**config.mk**
```make
export PLATFORM = sky130hd
export DESIGN_NAME = viterbi_decoder
export DESIGN_NICKNAME = d
export VERILOG_FILES = /design/src/hw/viterbi_pkg.sv /design/src/hw/trellis_pkg.sv /design/src/hw/branch_metric_unit.sv /design/src/hw/acs_unit.sv /design/src/hw/best_state_finder.sv /design/src/hw/path_metric_memory.sv /design/src/hw/survivor_path_decoder.sv /design/src/hw/viterbi_decoder.sv
export SDC_FILE = /design/constraint.sdc
export NUM_CORES = 1
export LEC_CHECK = 0
export BUFFER_PORTS_ARGS = -buffer_cell sky130_fd_sc_hd__buf_2
export CAP_MARGIN = 20
export CORE_ASPECT_RATIO = 1.25
export CORE_MARGIN = 5
export CORE_UTILIZATION = 55
export CTS_CLUSTER_SIZE = 14
export DETAILED_ROUTE_END_ITERATION = 8
export GPL_TIMING_DRIVEN = 0
export PLACE_DENSITY = 0.71
export SYNTH_ARGS = -nofsm -noshare
export SYNTH_HDL_FRONTEND = slang
export SYNTH_SLANG_ARGS = --single-unit
```
**constraint.sdc**
```tcl
create_clock -name clk -period 14.6 [get_ports clk]
set_input_delay 2.19 -clock clk [delete_from_list [all_inputs] [get_ports clk]]
set_output_delay 2.19 -clock clk [all_outputs]
set_load 0.03 [all_outputs]
```
**src/hw/viterbi_pkg.sv**
```systemverilog
// symbol and metric types plus decoder-wide constants, imported by the rtl and the testbench
package viterbi_pkg;

	// ====================
	// types
	// ====================

	// received rate 1/2 code symbol, one per clock
	// bit 0 = u ^ u(n-1) ^ u(n-2)
	// bit 1 = u ^ u(n-2)
	typedef logic [1:0] symbol_t;

	// hamming distance between two symbols, range 0..2
	typedef logic [1:0] branch_metric_t;

	// ====================
	// constants
	// ====================

	// constraint length 3 leaves two memory bits, hence four trellis states
	localparam int num_states = 4;

	// path metric width; all ones is the saturated (unreachable) value
	localparam int default_metric_width = 4;

	// register-exchange stages, roughly five constraint lengths
	localparam int default_survivor_depth = 15;

endpackage

```
**src/hw/trellis_pkg.sv**
```systemverilog
// trellis state encoding and transition rules of the K=3 code, used by the rtl blocks
package trellis_pkg;

	// ====================
	// state encoding
	// ====================

	// state = {u(n-1), u(n-2)}, newest input bit in the msb
	typedef enum logic [1:0] {
		st_00 = 2'b00,
		st_01 = 2'b01,
		st_10 = 2'b10,
		st_11 = 2'b11
	} trellis_state_t;

	// ====================
	// transition rules
	// ====================

	// leaving state s with input u lands in {u, s[1]}
	// so state t is reached from {t[0], x} for x = 0 or 1
	// branch 0 is the predecessor with low bit 0
	function automatic trellis_state_t predecessor(trellis_state_t state, logic branch);
		predecessor = trellis_state_t'({state[0], branch});
	endfunction

	// symbol put out by the encoder when leaving pred with input in_bit
	// pred[1] is u(n-1), pred[0] is u(n-2)
	function automatic viterbi_pkg::symbol_t expected_symbol(trellis_state_t pred,
		logic in_bit);
		logic bit0;
		logic bit1;
		bit0 = in_bit ^ pred[1] ^ pred[0]; // generator 111
		bit1 = in_bit ^ pred[0]; // generator 101
		expected_symbol = {bit1, bit0};
	endfunction

	// decoded input bit implied by being in a state
	function automatic logic state_lead_bit(trellis_state_t state);
		state_lead_bit = state[1]; // most recent input bit
	endfunction

endpackage

```
**src/hw/branch_metric_unit.sv**
```systemverilog
// branch metric unit: hamming distance of the received symbol to each of the eight transitions
`timescale 1ns/1ps

module branch_metric_unit (
	input viterbi_pkg::symbol_t cx, // received symbol
	output viterbi_pkg::branch_metric_t bm [viterbi_pkg::num_states][2] // [pred][input bit]
);

	import viterbi_pkg::*;
	import trellis_pkg::*;

	// ====================
	// distance per branch
	// ====================

	// one xor + popcount per (predecessor, input bit) pair
	for (genvar p = 0; p < num_states; p++)
	begin : g_pred
		for (genvar b = 0; b < 2; b++)
		begin : g_bit
			symbol_t diff; // bits where cx and the expected symbol disagree

			assign diff = cx ^ expected_symbol(trellis_state_t'(p), 1'(b));

			// two-bit popcount, fits the 0..2 range
			assign bm[p][b] = branch_metric_t'(diff[0]) + branch_metric_t'(diff[1]);
		end
	end

endmodule

```
**src/hw/acs_unit.sv**
```systemverilog
// saturating add-compare-select for one trellis state, instantiated once per state
`timescale 1ns/1ps

module acs_unit #(
	parameter int metric_width = viterbi_pkg::default_metric_width
) (
	input logic [metric_width-1:0] pm_a, // path metric via branch 0
	input logic [metric_width-1:0] pm_b, // path metric via branch 1
	input viterbi_pkg::branch_metric_t bm_a, // branch metric for branch 0
	input viterbi_pkg::branch_metric_t bm_b, // branch metric for branch 1
	output logic [metric_width-1:0] new_pm, // survivor metric
	output logic decision // 0 = branch 0 won, 1 = branch 1 won
);

	// ====================
	// add
	// ====================

	// one spare bit catches the carry out
	logic [metric_width:0] sum_a_wide;
	logic [metric_width:0] sum_b_wide;
	logic [metric_width-1:0] sum_a; // saturated
	logic [metric_width-1:0] sum_b; // saturated

	assign sum_a_wide = {1'b0, pm_a} + (metric_width + 1)'(bm_a);
	assign sum_b_wide = {1'b0, pm_b} + (metric_width + 1)'(bm_b);

	// clamp at all ones on carry out
	assign sum_a = sum_a_wide[metric_width] ? '1 : sum_a_wide[metric_width-1:0];
	assign sum_b = sum_b_wide[metric_width] ? '1 : sum_b_wide[metric_width-1:0];

	// ====================
	// compare and select
	// ====================

	// ties go to branch 0
	assign decision = (sum_a <= sum_b) ? 1'b0 : 1'b1;
	assign new_pm = decision ? sum_b : sum_a;

endmodule

```
**src/hw/best_state_finder.sv**
```systemverilog
// minimum search over the four path metrics, shared by the metric memory and the survivor decoder
`timescale 1ns/1ps

module best_state_finder #(
	parameter int metric_width = viterbi_pkg::default_metric_width
) (
	input logic [metric_width-1:0] metrics [viterbi_pkg::num_states],
	output trellis_pkg::trellis_state_t best_state, // lowest index among the minima
	output logic [metric_width-1:0] best_metric // the minimum itself
);

	import trellis_pkg::*;

	// first level winners
	trellis_state_t low_state; // winner of 0 vs 1
	trellis_state_t high_state; // winner of 2 vs 3
	logic [metric_width-1:0] low_metric;
	logic [metric_width-1:0] high_metric;

	// ====================
	// level 1
	// ====================

	// <= keeps the lower index on a tie
	assign low_state = (metrics[0] <= metrics[1]) ? st_00 : st_01;
	assign low_metric = (metrics[0] <= metrics[1]) ? metrics[0] : metrics[1];

	assign high_state = (metrics[2] <= metrics[3]) ? st_10 : st_11;
	assign high_metric = (metrics[2] <= metrics[3]) ? metrics[2] : metrics[3];

	// ====================
	// level 2
	// ====================

	// low pair wins ties again
	assign best_state = (low_metric <= high_metric) ? low_state : high_state;
	assign best_metric = (low_metric <= high_metric) ? low_metric : high_metric;

endmodule

```
**src/hw/path_metric_memory.sv**
```systemverilog
// path metric register bank; renormalizes each new set against its minimum before storing it
`timescale 1ns/1ps

module path_metric_memory #(
	parameter int metric_width = viterbi_pkg::default_metric_width
) (
	input logic clk,
	input logic reset,
	input logic [metric_width-1:0] new_pm [viterbi_pkg::num_states], // from the acs units
	output logic [metric_width-1:0] pm [viterbi_pkg::num_states] // registered, normalized
);

	import viterbi_pkg::*;
	import trellis_pkg::*;

	logic [metric_width-1:0] min_pm; // smallest of the new metrics
	logic [metric_width-1:0] norm_pm [num_states]; // after subtracting min_pm

	// ====================
	// normalization
	// ====================

	// only the minimum is needed here, the state index is left open
	best_state_finder #(
		.metric_width(metric_width)
	) u_min (
		.metrics(new_pm),
		.best_state(),
		.best_metric(min_pm)
	);

	// best state always ends at 0, the rest stay relative to it
	// no underflow since min_pm <= every new_pm
	always_comb
	begin
		for (int s = 0; s < num_states; s++)
		begin
			norm_pm[s] = new_pm[s] - min_pm;
		end
	end

	// ====================
	// metric registers
	// ====================

	// reset forces the start in state 00; the others begin saturated
	// so the first steps cannot pick a false equal-cost path
	always_ff @(posedge clk)
	begin
		if (reset)
		begin
			for (int s = 0; s < num_states; s++)
			begin
				pm[s] <= (s == int'(st_00)) ? '0 : '1;
			end
		end
		else
		begin
			for (int s = 0; s < num_states; s++)
			begin
				pm[s] <= norm_pm[s];
			end
		end
	end

endmodule

```
**src/hw/survivor_path_decoder.sv**
```systemverilog
// register-exchange survivor memory with final selection of the decoded bit at the best state
`timescale 1ns/1ps

module survivor_path_decoder #(
	parameter int metric_width = viterbi_pkg::default_metric_width,
	parameter int survivor_depth = viterbi_pkg::default_survivor_depth
) (
	input logic clk,
	input logic reset,
	input logic [viterbi_pkg::num_states-1:0] decision, // acs decisions, one per state
	input logic [metric_width-1:0] pm [viterbi_pkg::num_states], // current path metrics
	output logic decoded
);

	import viterbi_pkg::*;
	import trellis_pkg::*;

	trellis_state_t chosen_pred [num_states]; // survivor predecessor of each state
	trellis_state_t best_state; // state with the smallest path metric

	// surv[k][s] holds the bit k+1 steps back along the survivor into state s
	logic [num_states-1:0] surv [survivor_depth];

	// ====================
	// predecessor select
	// ====================

	// decision picks branch 0 or 1, which fixes the predecessor
	for (genvar s = 0; s < num_states; s++)
	begin : g_pred
		assign chosen_pred[s] = predecessor(trellis_state_t'(s), decision[s]);
	end

	// ====================
	// exchange chain
	// ====================

	// every stage copies its row from the chosen predecessor of each state,
	// stage 0 is seeded with the predecessor's own lead bit
	always_ff @(posedge clk)
	begin
		if (reset)
		begin
			for (int k = 0; k < survivor_depth; k++)
			begin
				surv[k] <= '0; // decoded stays 0 until the chain refills
			end
		end
		else
		begin
			for (int s = 0; s < num_states; s++)
			begin
				surv[0][s] <= state_lead_bit(chosen_pred[s]); // seed
				for (int k = 1; k < survivor_depth; k++)
				begin
					surv[k][s] <= surv[k-1][chosen_pred[s]]; // follow the survivor
				end
			end
		end
	end

	// ====================
	// output select
	// ====================

	// trace from the most likely state; its metric value is not needed
	best_state_finder #(
		.metric_width(metric_width)
	) u_best (
		.metrics(pm),
		.best_state(best_state),
		.best_metric()
	);

	// combinational pick from the last stage
	assign decoded = surv[survivor_depth-1][best_state];

endmodule

```
**src/hw/viterbi_decoder.sv**
```systemverilog
// top level of the K=3 rate 1/2 viterbi decoder; one symbol in and one decoded bit out per clock
`timescale 1ns/1ps

module viterbi_decoder #(
	parameter int metric_width = viterbi_pkg::default_metric_width,
	parameter int survivor_depth = viterbi_pkg::default_survivor_depth
) (
	input logic clk,
	input logic reset,
	input viterbi_pkg::symbol_t cx, // received symbol, may carry bit errors
	output logic decoded // input bit of the symbol sent survivor_depth + 1 cycles earlier
);

	import viterbi_pkg::*;
	import trellis_pkg::*;

	branch_metric_t bm [num_states][2]; // [pred][input bit]
	logic [metric_width-1:0] new_pm [num_states]; // acs results
	logic [metric_width-1:0] pm [num_states]; // stored, normalized metrics
	logic [num_states-1:0] decision; // acs branch choices

	// ====================
	// branch metrics
	// ====================

	branch_metric_unit u_bmu (
		.cx(cx),
		.bm(bm)
	);

	// ====================
	// acs array
	// ====================

	// state i is entered from pred_a (branch 0) or pred_b (branch 1),
	// both with the input bit that state i implies
	for (genvar i = 0; i < num_states; i++)
	begin : g_acs
		localparam trellis_state_t this_state = trellis_state_t'(i);
		localparam trellis_state_t pred_a = predecessor(this_state, 1'b0);
		localparam trellis_state_t pred_b = predecessor(this_state, 1'b1);
		localparam logic in_bit = state_lead_bit(this_state);

		acs_unit #(
			.metric_width(metric_width)
		) u_acs (
			.pm_a(pm[pred_a]),
			.pm_b(pm[pred_b]),
			.bm_a(bm[pred_a][in_bit]),
			.bm_b(bm[pred_b][in_bit]),
			.new_pm(new_pm[i]),
			.decision(decision[i])
		);
	end

	// ====================
	// metric memory
	// ====================

	path_metric_memory #(
		.metric_width(metric_width)
	) u_pmm (
		.clk(clk),
		.reset(reset),
		.new_pm(new_pm),
		.pm(pm)
	);

	// ====================
	// survivor path
	// ====================

	survivor_path_decoder #(
		.metric_width(metric_width),
		.survivor_depth(survivor_depth)
	) u_spd (
		.clk(clk),
		.reset(reset),
		.decision(decision),
		.pm(pm),
		.decoded(decoded)
	);

endmodule

```
Word-level counts from Yosys, hierarchy flattened. Memories as Yosys holds them, arrays and structs flattened. Cells that the tools add are included. W data, S select, Z words.

Register bits after elaboration: 16. Bits in writable memories: 60. Output and inout port bits: 1. Logic and storage cells: 300. Memories kept: 1.

Memory list: u_spd.surv (words 15, width 4, rd ports 15, clocked after memory_dff 0, wr ports 15, line survivor_path_decoder.sv:22) `logic [num_states-1:0] surv [survivor_depth];`.

Add/subtract/negate cells: 16. Magnitude comparators: 15. Mux-type cells: 201. Bitwise gates (word level): 63.

Operators with widths (count): $mux W1 (182); $mux W4 (17); $or A1 B1 Y1 (60); $add A4 B2 Y5 (8); $le A4 B4 Y1 (10); $sub A4 B4 Y4 (4); $lt A2 B3 Y1 const B (3); $add A1 B1 Y2 (4); $lt A1 B3 Y1 const B (2); $bmux W1 S2 (1); $mux W2 (1); $not A1 Y1 (2); $not A2 Y2 (1).

Depth between registers and ports, before layout. Gate-level depths: netlist (run 1).

Depth after elaboration: 11. Mapped depth: 39. Gate-level depth less buffers: 37.

Hierarchy. From an unflattened synthesis (run 1), not the netlist that was laid out.

Cells, all modules: 598. Area, all modules: 5709.2 um^2.

Modules (own cells, without submodules): survivor_path_decoder (times used 1, cells an instance 185, area each 2117.0 um^2, sequential area each 1161.1 um^2); acs_unit (times used 4, cells an instance 51, area each 406.6 um^2, sequential area each 0.0 um^2); best_state_finder (times used 2, cells an instance 54, area each 481.7 um^2, sequential area each 0.0 um^2); path_metric_memory (times used 1, cells an instance 84, area each 865.8 um^2, sequential area each 320.3 um^2); branch_metric_unit (times used 1, cells an instance 17, area each 136.4 um^2, sequential area each 0.0 um^2).

Least setup slack after synthesis (run 1). Ideal clock, no wire load.

Path kind: input to register. Start: input port cx[0]. End: register u_pmm.pm[3] in the netlist's numbering. Data arrival time: 9.303 ns. Slack: 5.173 ns. Stages: 33. Cells stage by stage: inv_1 > ha_1 > inv_1 > ha_1 > clkbuf_1 > inv_1 > o311ai_0 > ha_1 > nor2b_1 > o211ai_1 > a21oi_1 > a211oi_1 > nand2_1 > o21ai_0 > ha_1 > clkbuf_1 > a31o_1 > a32o_1 > nand4bb_2 > mux2_2 > ha_1 > nand2_1 > a21oi_1 > a31oi_1 > mux2i_1 > and4bb_4 > nor2_1 > a21oi_1 > ha_1 > nor2_1 > maj3_1 > or3_1 > mux2_1.

Longest elaborated chain between the ends: 11.

Ends and longest elaborated chain: start: declaration (line viterbi_decoder.sv:10) `input viterbi_pkg::symbol_t cx,`; $not A2 Y2 (no line) / $not A1 Y1 (equally long branches); $add A1 B1 Y2 (line branch_metric_unit.sv:26) `assign bm[p][b] = branch_metric_t'(diff[0]) + branch_metric_t'(diff[1]);`; $add A4 B2 Y5, on equally long branches (line acs_unit.sv:26, acs_unit.sv:25); $mux W4, on equally long branches (line acs_unit.sv:30, acs_unit.sv:29); $le A4 B4 Y1 (line acs_unit.sv:37) `assign decision = (sum_a <= sum_b) ? 1'b0 : 1'b1;`; $mux W4 (line acs_unit.sv:38) `assign new_pm = decision ? sum_b : sum_a;`; $le A4 B4 Y1, on equally long branches (line best_state_finder.sv:26, best_state_finder.sv:29); $mux W4, on equally long branches (line best_state_finder.sv:26, best_state_finder.sv:29); $le A4 B4 Y1 (line best_state_finder.sv:37) `assign best_metric = (low_metric <= high_metric) ? low_metric : high_metric;`; $mux W4 (line best_state_finder.sv:37); $sub A4 B4 Y4 (*) (line path_metric_memory.sv:38) `norm_pm[s] = new_pm[s] - min_pm;`; end signal: indexed assignment (line path_metric_memory.sv:54) `pm[s] <= (s == int'(st_00)) ? '0 : '1;`; end signal: indexed assignment (line path_metric_memory.sv:61) `pm[s] <= norm_pm[s];`; end: declaration (line path_metric_memory.sv:10) `output logic [metric_width-1:0] pm [viterbi_pkg::num_states]`.

Mark *: on every way between the ends. The rest lies on a longest branch, timed or not. A chain may end at the register's enable or synchronous reset.

Final worst setup path (run 1).
Start: input port cx[0]. End: register u_pmm.pm[15] in the netlist's numbering.

Same word-level chain as after synthesis.

==> results.cfg, run 1 <==
[run_status]
outcome = finished, final reports clean

[clock_network]
path_clk_slew_ns = 0.06
cts.sinks = 74
cts_buffer_depth = 2
worstSkewPairLatency_ns = 0.34
hold_buffers = 0
tritoncts = yes
numCtsBuffers = 9
htreeDepth = 3
cts-resized-gates = 0
post_cts_buffers = 0
clock-root-buffer = clkbuf_16

[layout]
multiInputGateArea_mm2 = 0.00390
syn_to_final_growth_pct = 8.71
antenna_cells = 0
nets = 758
regArea_mm2 = 0.00148
layoutNonFillerInstCount = 831
fill_cells = 878
drive_gt1_frac = 0.103
utilization = 0.613

[logic_synthesis]
synth-seq-area-share = 0.258
synth_area_mm2 = 0.00573
synth.area.top_cells = dfxtp_1 (26%), ha_1 (12%), mux2i_1 (12%)
yosys_warnings = 0
yosysTopAreaCellShare = 0.258
synth.distinct_cells = 88
async_flop_share = 0
synth_nets = 742
ys_ff_latch = 74
ys_dominant_reg_cell = dfxtp_1
synth-edff-count = 0
syn_avg_cell_area_um2 = 8.42
netlist_instances = 681
yosys.area.top_type = dfxtp_1

[critical_path]
path_max_fanout = 8
endpoint_kind = flip-flop
path_delay_family = compound AO/OA/AOI/OAI gates
worstPathArrival_ns = 10.86
crit_buf_inv = 7
crit_slowest_cell = o21ai_0
crit_type = input pin to flip-flop
worstPathRequired_ns = 14.82
cp-start-kind = input pin
cp.depth = 36
max_stage_delay_ns = 0.55
cp_common_cell = ha_1
r2r_cells = 32

[global_routing]
grt_pass1_wl_um = 22000
use_met3 = 0.0252
track_usage = 0.220
antenna_found_initial = 0
met2_usage = 0.423
grt-busiest-layer = met2
grt_max_degree = 15
grtUsageMet1 = 0.236
grt.overflow.total = 0
grt_pass1_vias = 4792

[sta]
slew_viol_final = 0
tightest_slew_ns = 0.829
relSlewSlack = 0.432
period_share = 0.729
hold_violations = 0
finClkSkew_ns = 0.00651
fin_setup_tns_ns = 0
finalSetupViolCount = 0
fmax_ghz = 0.0939
timing.final.crit_period_ns = 10.65
final_critical_path_setup_slack_ns = 3.95
rsz0062_at_grt = false

[route]
drt-pass1-iter-count = 5
viasPerCell = 5.87
wl_per_cell_um = 16.4
wirelength_um = 13700
remaining_drc_errors = 0
num_vias = 4882
drt_iter0_markers = 231
postRouteAntennaNets = 0

[placed_design]
dpl.hpwl_um = 10700
io_buffers = 4
placedCellCount = 815
place_ws_ns = 3.66
gp_congestion = 0.912

[die]
io_pins = 5
num_rows = 41
initial_utilization = 0.564
core_mm2 = 0.0102
dieArea_mm2 = 0.0126
die_h_um = 124
die_w_um = 101

[hold_path]
worst_hold_path_type = flip-flop to flip-flop
hold_path_depth = 2

[job]
maxCapViolCount = 0
layout by cell type (no fill, tap or decap), types with 3 or more instances in the layout:
master / netlist / final
nor2_1: 95 / 95
dfxtp_1: 74 / 74
mux2i_1: 68 / 68
ha_1: 57 / 57
inv_1: 50 / 50
a21oi_1: 41 / 41
nand2_1: 31 / 31
o21ai_0: 29 / 29
xnor2_1: 25 / 25
nor2b_1: 16 / 16
clkbuf_1: 15 / 15
buf_2: 7 / 12
or2_2: 10 / 10
a211oi_1: 9 / 9
clkbuf_16: 0 / 9
nand3_1: 8 / 8
mux2_2: 7 / 7
nor3_1: 7 / 7
buf_1: 7 / 7
a31oi_1: 6 / 6
o211ai_1: 6 / 6
maj3_1: 5 / 5
xor2_1: 5 / 5
nand2b_1: 5 / 5
and2_1: 4 / 4
and3_1: 4 / 4
clkinv_4: 0 / 4
nor4_1: 3 / 3
nand4b_1: 3 / 3
a22oi_1: 3 / 3
a41o_1: 3 / 3
mux2i_4: 3 / 3
o2111ai_1: 3 / 3
final timing paths:
path / start / slack [ns] / end
hold reg to reg: u_spd.surv[1][11] / 0.49 / u_spd.surv[1][15]
setup / recovery: cx[0] / 3.95 / u_pmm.pm[15]
setup reg to reg: u_pmm.pm[4] / 6.23 / u_pmm.pm[15]
hold / removal: u_spd.surv[1][11] / 0.49 / u_spd.surv[1][15]
synthesized netlist by cell type, types with 6 or more instances:
cell type and count:
nor2b_1 16, o211ai_1 6, xnor2_1 25, buf_2 7
mux2i_1 68, nor3_1 7, clkbuf_1 15, o21ai_0 29
nor2_1 95, dfxtp_1 74, a31oi_1 6, buf_1 7
mux2_2 7, nand2_1 31, ha_1 57, inv_1 50
a211oi_1 9, nand3_1 8, or2_2 10, a21oi_1 41
sequential cells by signal, summed over array words and instances (netlist names):
register,count
u_spd.surv,58
u_pmm.pm,16
per-layer routing:
metal  up-vias  wire length [µm]  part of all wire
met1      2323              5560              0.41
met4         0               442             0.032
met5         -                 0                 0
met3        35               358             0.026
met2        91              7300              0.53
li1       2433                 -                 -
kinds of logic (layout without fill, tap and decap cells):
group                      after synthesis  count (layout)  synth area share
AOI/OAI and AO/OA                      142             142             0.169
xor gates and xnor gates                31              31            0.0487
adders and majority gates               62              62             0.133
buffers and inverters                   83             104            0.0605
DFF                                     74              74             0.258
muxes                                   81              81             0.151
other                                    1               1          0.000654
and+or+nand+nor                        207             207             0.179
tightest hold or removal path: stages (launching register included):
cell and delay, ns:
dfxtp_1 0.32, mux2i_1 0.07, nor2_1 0.07
cell type report:
cell class,instances,area share
buffer,33,0.0255
inverter,50,0.0301
sequential,74,0.238
clock buffer,10,0.0384
timing repair buffer,5,0.00402
multi-input combinational,524,0.627
tap,129,0.0259
clock inverter,6,0.0118
metrics by stage:
| stage | cell area (µm²) | hold WS [ns] |
|---|---|---|
| global placement | 5910 | 0.468 |
| global route | 6230 | 0.513 |
| CTS | 6230 | 0.493 |
| finish | 6230 | 0.489 |
| floorplan | 5730 | 0.460 |
| detailed placement | 5920 | 0.478 |
Power of run 1 is left out: the tool's default activity adds up to more than one toggle a clock period on the data nets, which glitch-free logic cannot reach.
==> inputs of run 2 (changes only) <==
PLACE_DENSITY = 0.74   (was 0.71)
clock period = 9.6 ns   (was 14.6 ns; I/O delays follow)
==> run 2 against run 1 <==
Sequential share of layout area shrank 0.14 points; hold slack gained 0.0017 ns; critical path depth grew 1; non-clock buffer count is the same; critical path type unchanged.
==> results.cfg, run 2 (synthesis results as in run 1) <==
[run_status]
outcome = finished, final reports clean

[route]
num_vias = 4927
wirelength_um = 13600
drt-pass1-iter-count = 5
drt_iter0_markers = 197
wl_per_cell_um = 16.4
postRouteAntennaNets = 0
viasPerCell = 5.93
remaining_drc_errors = 0

[critical_path]
path_max_fanout = 8
cp_common_cell = ha_1
reg2reg_slack_ns = 1.92
crit_type = input pin to flip-flop
r2r_end = u_pmm.pm[15]
endpoint_kind = flip-flop
worstPathArrival_ns = 9.26
critPathLaunch = cx[0]
cp-endpoint = u_pmm.pm[15]
r2r_cells = 33
worstPathRequired_ns = 9.81
cp-start-kind = input pin
max_stage_delay_ns = 0.39
rr_startpoint = u_pmm.pm[5]
crit_slowest_cell = ha_1

[clock_network]
numCtsBuffers = 9
tritoncts = yes
clock-root-buffer = clkbuf_16
worstSkewPairLatency_ns = 0.33
path_clk_slew_ns = 0.06
hold_buffers = 0
htreeDepth = 3
cts.sinks = 74
cts_buffer_depth = 2

[die]
core_mm2 = 0.0102
num_rows = 41
die_h_um = 124
io_pins = 5
initial_utilization = 0.564
die_w_um = 101
dieArea_mm2 = 0.0126

[sta]
finalSetupViolCount = 0
finClkSkew_ns = 0.00768
tightest_slew_ns = 0.826
final_critical_path_setup_slack_ns = 0.547
timing.final.crit_period_ns = 9.05
slew_viol_final = 0
rsz0062_at_grt = false
hold_violations = 0
fmax_ghz = 0.110
period_share = 0.943
holdWs_ns = 0.491
relSlewSlack = 0.449

[layout]
regArea_mm2 = 0.00148
utilization = 0.617
reg.largest.list = u_spd.surv x58, u_pmm.pm x16
largest_register_ffs = 58
largest_register = u_spd.surv
multiInputGateArea_mm2 = 0.00394
nets = 758
fill_cells = 880
drive_gt1_frac = 0.114
syn_to_final_growth_pct = 9.34
antenna_cells = 0
layout_commonest_cell = nor2_1
layoutNonFillerInstCount = 831
layout_common_cells = nor2_1 (95), dfxtp_1 (74), mux2i_1 (67), ha_1 (57), inv_1 (50)

[placed_design]
dpl.hpwl_um = 10400
gp_congestion = 0.948
io_buffers = 4
placedCellCount = 814
place_ws_ns = -1.02

[global_routing]
grt_pass1_vias = 4950
antenna_found_initial = 0
grt_max_degree = 15
grt_pass1_wl_um = 22700
grt.overflow.total = 0
track_usage = 0.225

[job]
maxCapViolCount = 0

[hold_path]
worst_hold_path_type = flip-flop to flip-flop
run 2: stage by stage:
stage          area, µm²  TNS (ns)
2_1_floorplan       5730         0
3_3_place_gp        5910     -4.68
5_1_grt             6270         0
6_report            6270         0
4_1_cts             6220         0
3_5_place_dp        5910     -8.04
run 2: cell type report:
type,instances,share of cell area
Buffer,32,0.0250
Clock buffer,10,0.0365
Clock inverter,6,0.0116
Inverter,50,0.0299
Multi-Input combinational cell,524,0.629
Sequential cell,74,0.236
Tap cell,129,0.0258
Timing Repair Buffer,6,0.00559
run 2: what timing repair did:
action                     in CTS  in global routing
setup endpoints to repair      12                 12
pin swaps                       0                  1
setup buffers                   0                  2
resized for setup               4                  9
run 2: worst max-delay path: cells and delay by family:
kind / cells / cell delay, ns
AOI/OAI and AO/OA: 12 / 2.38
adders and majority gates: 7 / 2.26
and+or+nand+nor: 10 / 1.76
muxes: 3 / 0.73
buffers and inverters: 5 / 0.67
run 2: worst min-delay path by stage:
| stage | startpoint | cells after the start | end |
|---|---|---|---|
| 2_1_floorplan | u_spd.surv[0][4] | 2 | u_spd.surv[0][10] |
| 3_3_place_gp | u_spd.surv[1][16] | 2 | u_spd.surv[1][20] |
| 3_5_place_dp | u_spd.surv[0][10] | 2 | u_spd.surv[0][15] |
| 4_1_cts | u_spd.surv[0][18] | 2 | u_spd.surv[0][23] |
| 5_1_grt | u_spd.surv[0][18] | 2 | u_spd.surv[0][23] |
| 6_report | u_spd.surv[0][10] | 2 | u_spd.surv[0][15] |
run 2: metal layers:
metal	share of wire	track usage
met1	0.40	0.247
met2	0.54	0.425
met3	0.026	0.0286
met4	0.031	0.0998
met5	0	0
Power of run 2 is left out for the same reason.
==> inputs of run 3 (changes only) <==
==> constraint.sdc (replaced) <==
create_clock -name clk -period 9.6 [get_ports clk]
set_input_delay 0 -clock clk [delete_from_list [all_inputs] [get_ports clk]]
set_output_delay 0 -clock clk [all_outputs]
set_load 0.03 [all_outputs]
==> run 3 against run 2 <==
Cell area is 0.76% lower; critical path depth is 1 higher; fmax is 7.6% higher; clock skew is 0.0024 ns lower; via count is 1.0% lower; hold slack worse by 0.45 ns; utilization is 0.47 points lower; non-clock buffer count stayed put; global-route usage stayed put; first-iteration DRC count is 15% higher; final cell count stayed put; critical endpoint unchanged; highest routed layer unchanged; flip-flop and latch count stayed put.
==> results.cfg, run 3 (synthesis results as in run 1) <==
[sta]
tightest_slew_ns = 0.831
period_share = 0.877
finClkSkew_ns = 0.00525
slew_viol_final = 0
rsz0062_at_grt = false
timing.final.crit_period_ns = 8.41
finalSetupViolCount = 0
fin_setup_tns_ns = 0
hold_violations = 0
fmax_ghz = 0.119
relSlewSlack = 0.446

[critical_path]
endpoint_kind = flip-flop
r2r_end = u_pmm.pm[15]
cp_common_cell = ha_1
critPathLaunch = cx[0]
path_max_fanout = 8
crit_slowest_cell = o21ai_0
r2r_cells = 33
reg2reg_slack_ns = 1.25
cp-start-kind = input pin
crit_type = input pin to flip-flop
max_stage_delay_ns = 0.54
worstPathArrival_ns = 8.63
rr_startpoint = u_pmm.pm[5]
worstPathRequired_ns = 9.81

[route]
postRouteAntennaNets = 0
remaining_drc_errors = 0
wl_met3_um = 333
drt_iter0_markers = 227
viasPerCell = 5.87
wirelength_um = 13500
drt-pass1-iter-count = 5
wl_per_cell_um = 16.3
wl_met2_um = 7260
num_vias = 4877
wirelength_met1_um = 5560
routed.top_layer = met4

[clock_network]
cts.sinks = 74
clock-root-buffer = clkbuf_16
cts_buffer_depth = 2
path_clk_slew_ns = 0.06
htreeDepth = 3
hold_buffers = 0
numCtsBuffers = 9
post_cts_buffers = 0
tritoncts = yes
cts-resized-gates = 0
worstSkewPairLatency_ns = 0.34

[layout]
reg.largest.list = u_spd.surv x58, u_pmm.pm x16
syn_to_final_growth_pct = 8.51
largest_register_ffs = 58
drive_gt1_frac = 0.101
layout_common_cells = nor2_1 (95), dfxtp_1 (74), mux2i_1 (68), ha_1 (57), inv_1 (50)
antenna_cells = 0
largest_register = u_spd.surv
layout_commonest_cell = nor2_1
nets = 758

[die]
initial_utilization = 0.564
die_w_um = 101
core_mm2 = 0.0102
io_pins = 5
die_h_um = 124
num_rows = 41
dieArea_mm2 = 0.0126

[global_routing]
antenna_found_initial = 0
grt.overflow.total = 0
grt_pass1_wl_um = 22700
grt_pass1_vias = 4950
grt_max_degree = 15
track_usage = 0.225

[hold_path]
min_to = u_pmm.pm[3]
worst_hold_path_type = input pin to flip-flop
worstHoldStart = reset
hold_path_depth = 3

[placed_design]
gp_congestion = 0.948
io_buffers = 4
dpl.hpwl_um = 10400

[run_status]
outcome = finished, final reports clean

[job]
maxCapViolCount = 0
## run 3: how the worst max path moves through the flow
stage                               to  slack (ns)  depth (start not counted)
after floorplan            u_pmm.pm[3]        2.36                         33
after global placement    u_pmm.pm[15]        0.67                         35
after detailed placement  u_pmm.pm[15]        0.42                         35
after CTS                 u_pmm.pm[15]        0.74                         35
after global routing      u_pmm.pm[15]        0.64                         38
final                     u_pmm.pm[15]        1.19                         38
## run 3: critical path, delay by kind of cell
kind	cells	cell delay, ns
AND/OR/NAND/NOR	9	1.57
buffers and inverters	7	1.29
multiplexers	3	0.73
adder cells (fa/ha/maj)	7	2.17
AO/OA/AOI/OAI	12	2.86
## run 3: cell type report
| type | count | area [µm²] |
|---|---|---|
| multi-input cells | 524 | 3900 |
| fillers | 887 | 3940 |
| repair buffers | 5 | 25.0 |
| flip-flops and latches | 74 | 1480 |
| plain buffers | 33 | 159 |
| clock buffers | 10 | 229 |
| clock inverters | 6 | 72.6 |
| inverters | 50 | 188 |
| well taps | 129 | 161 |
## run 3: metrics by stage
step	utilization	area, µm²	worst slack (ns)	cells	hold WS [ns]
after global placement	0.582	5910	0.668	814	0.368
after CTS	0.612	6210	0.739	830	0.0358
after floorplan	-	5730	2.36	681	0.204
after global routing	0.612	6220	0.643	831	0.0622
after detailed placement	0.582	5910	0.419	814	0.371
final	0.612	6220	1.19	831	0.0371
## run 3: layer usage
metal,up-vias,track usage
li1,2440,-
met1,2321,0.247
met2,85,0.425
met3,31,0.0286
met4,0,0.0998
met5,-,0
Power of run 3 is left out for the same reason.
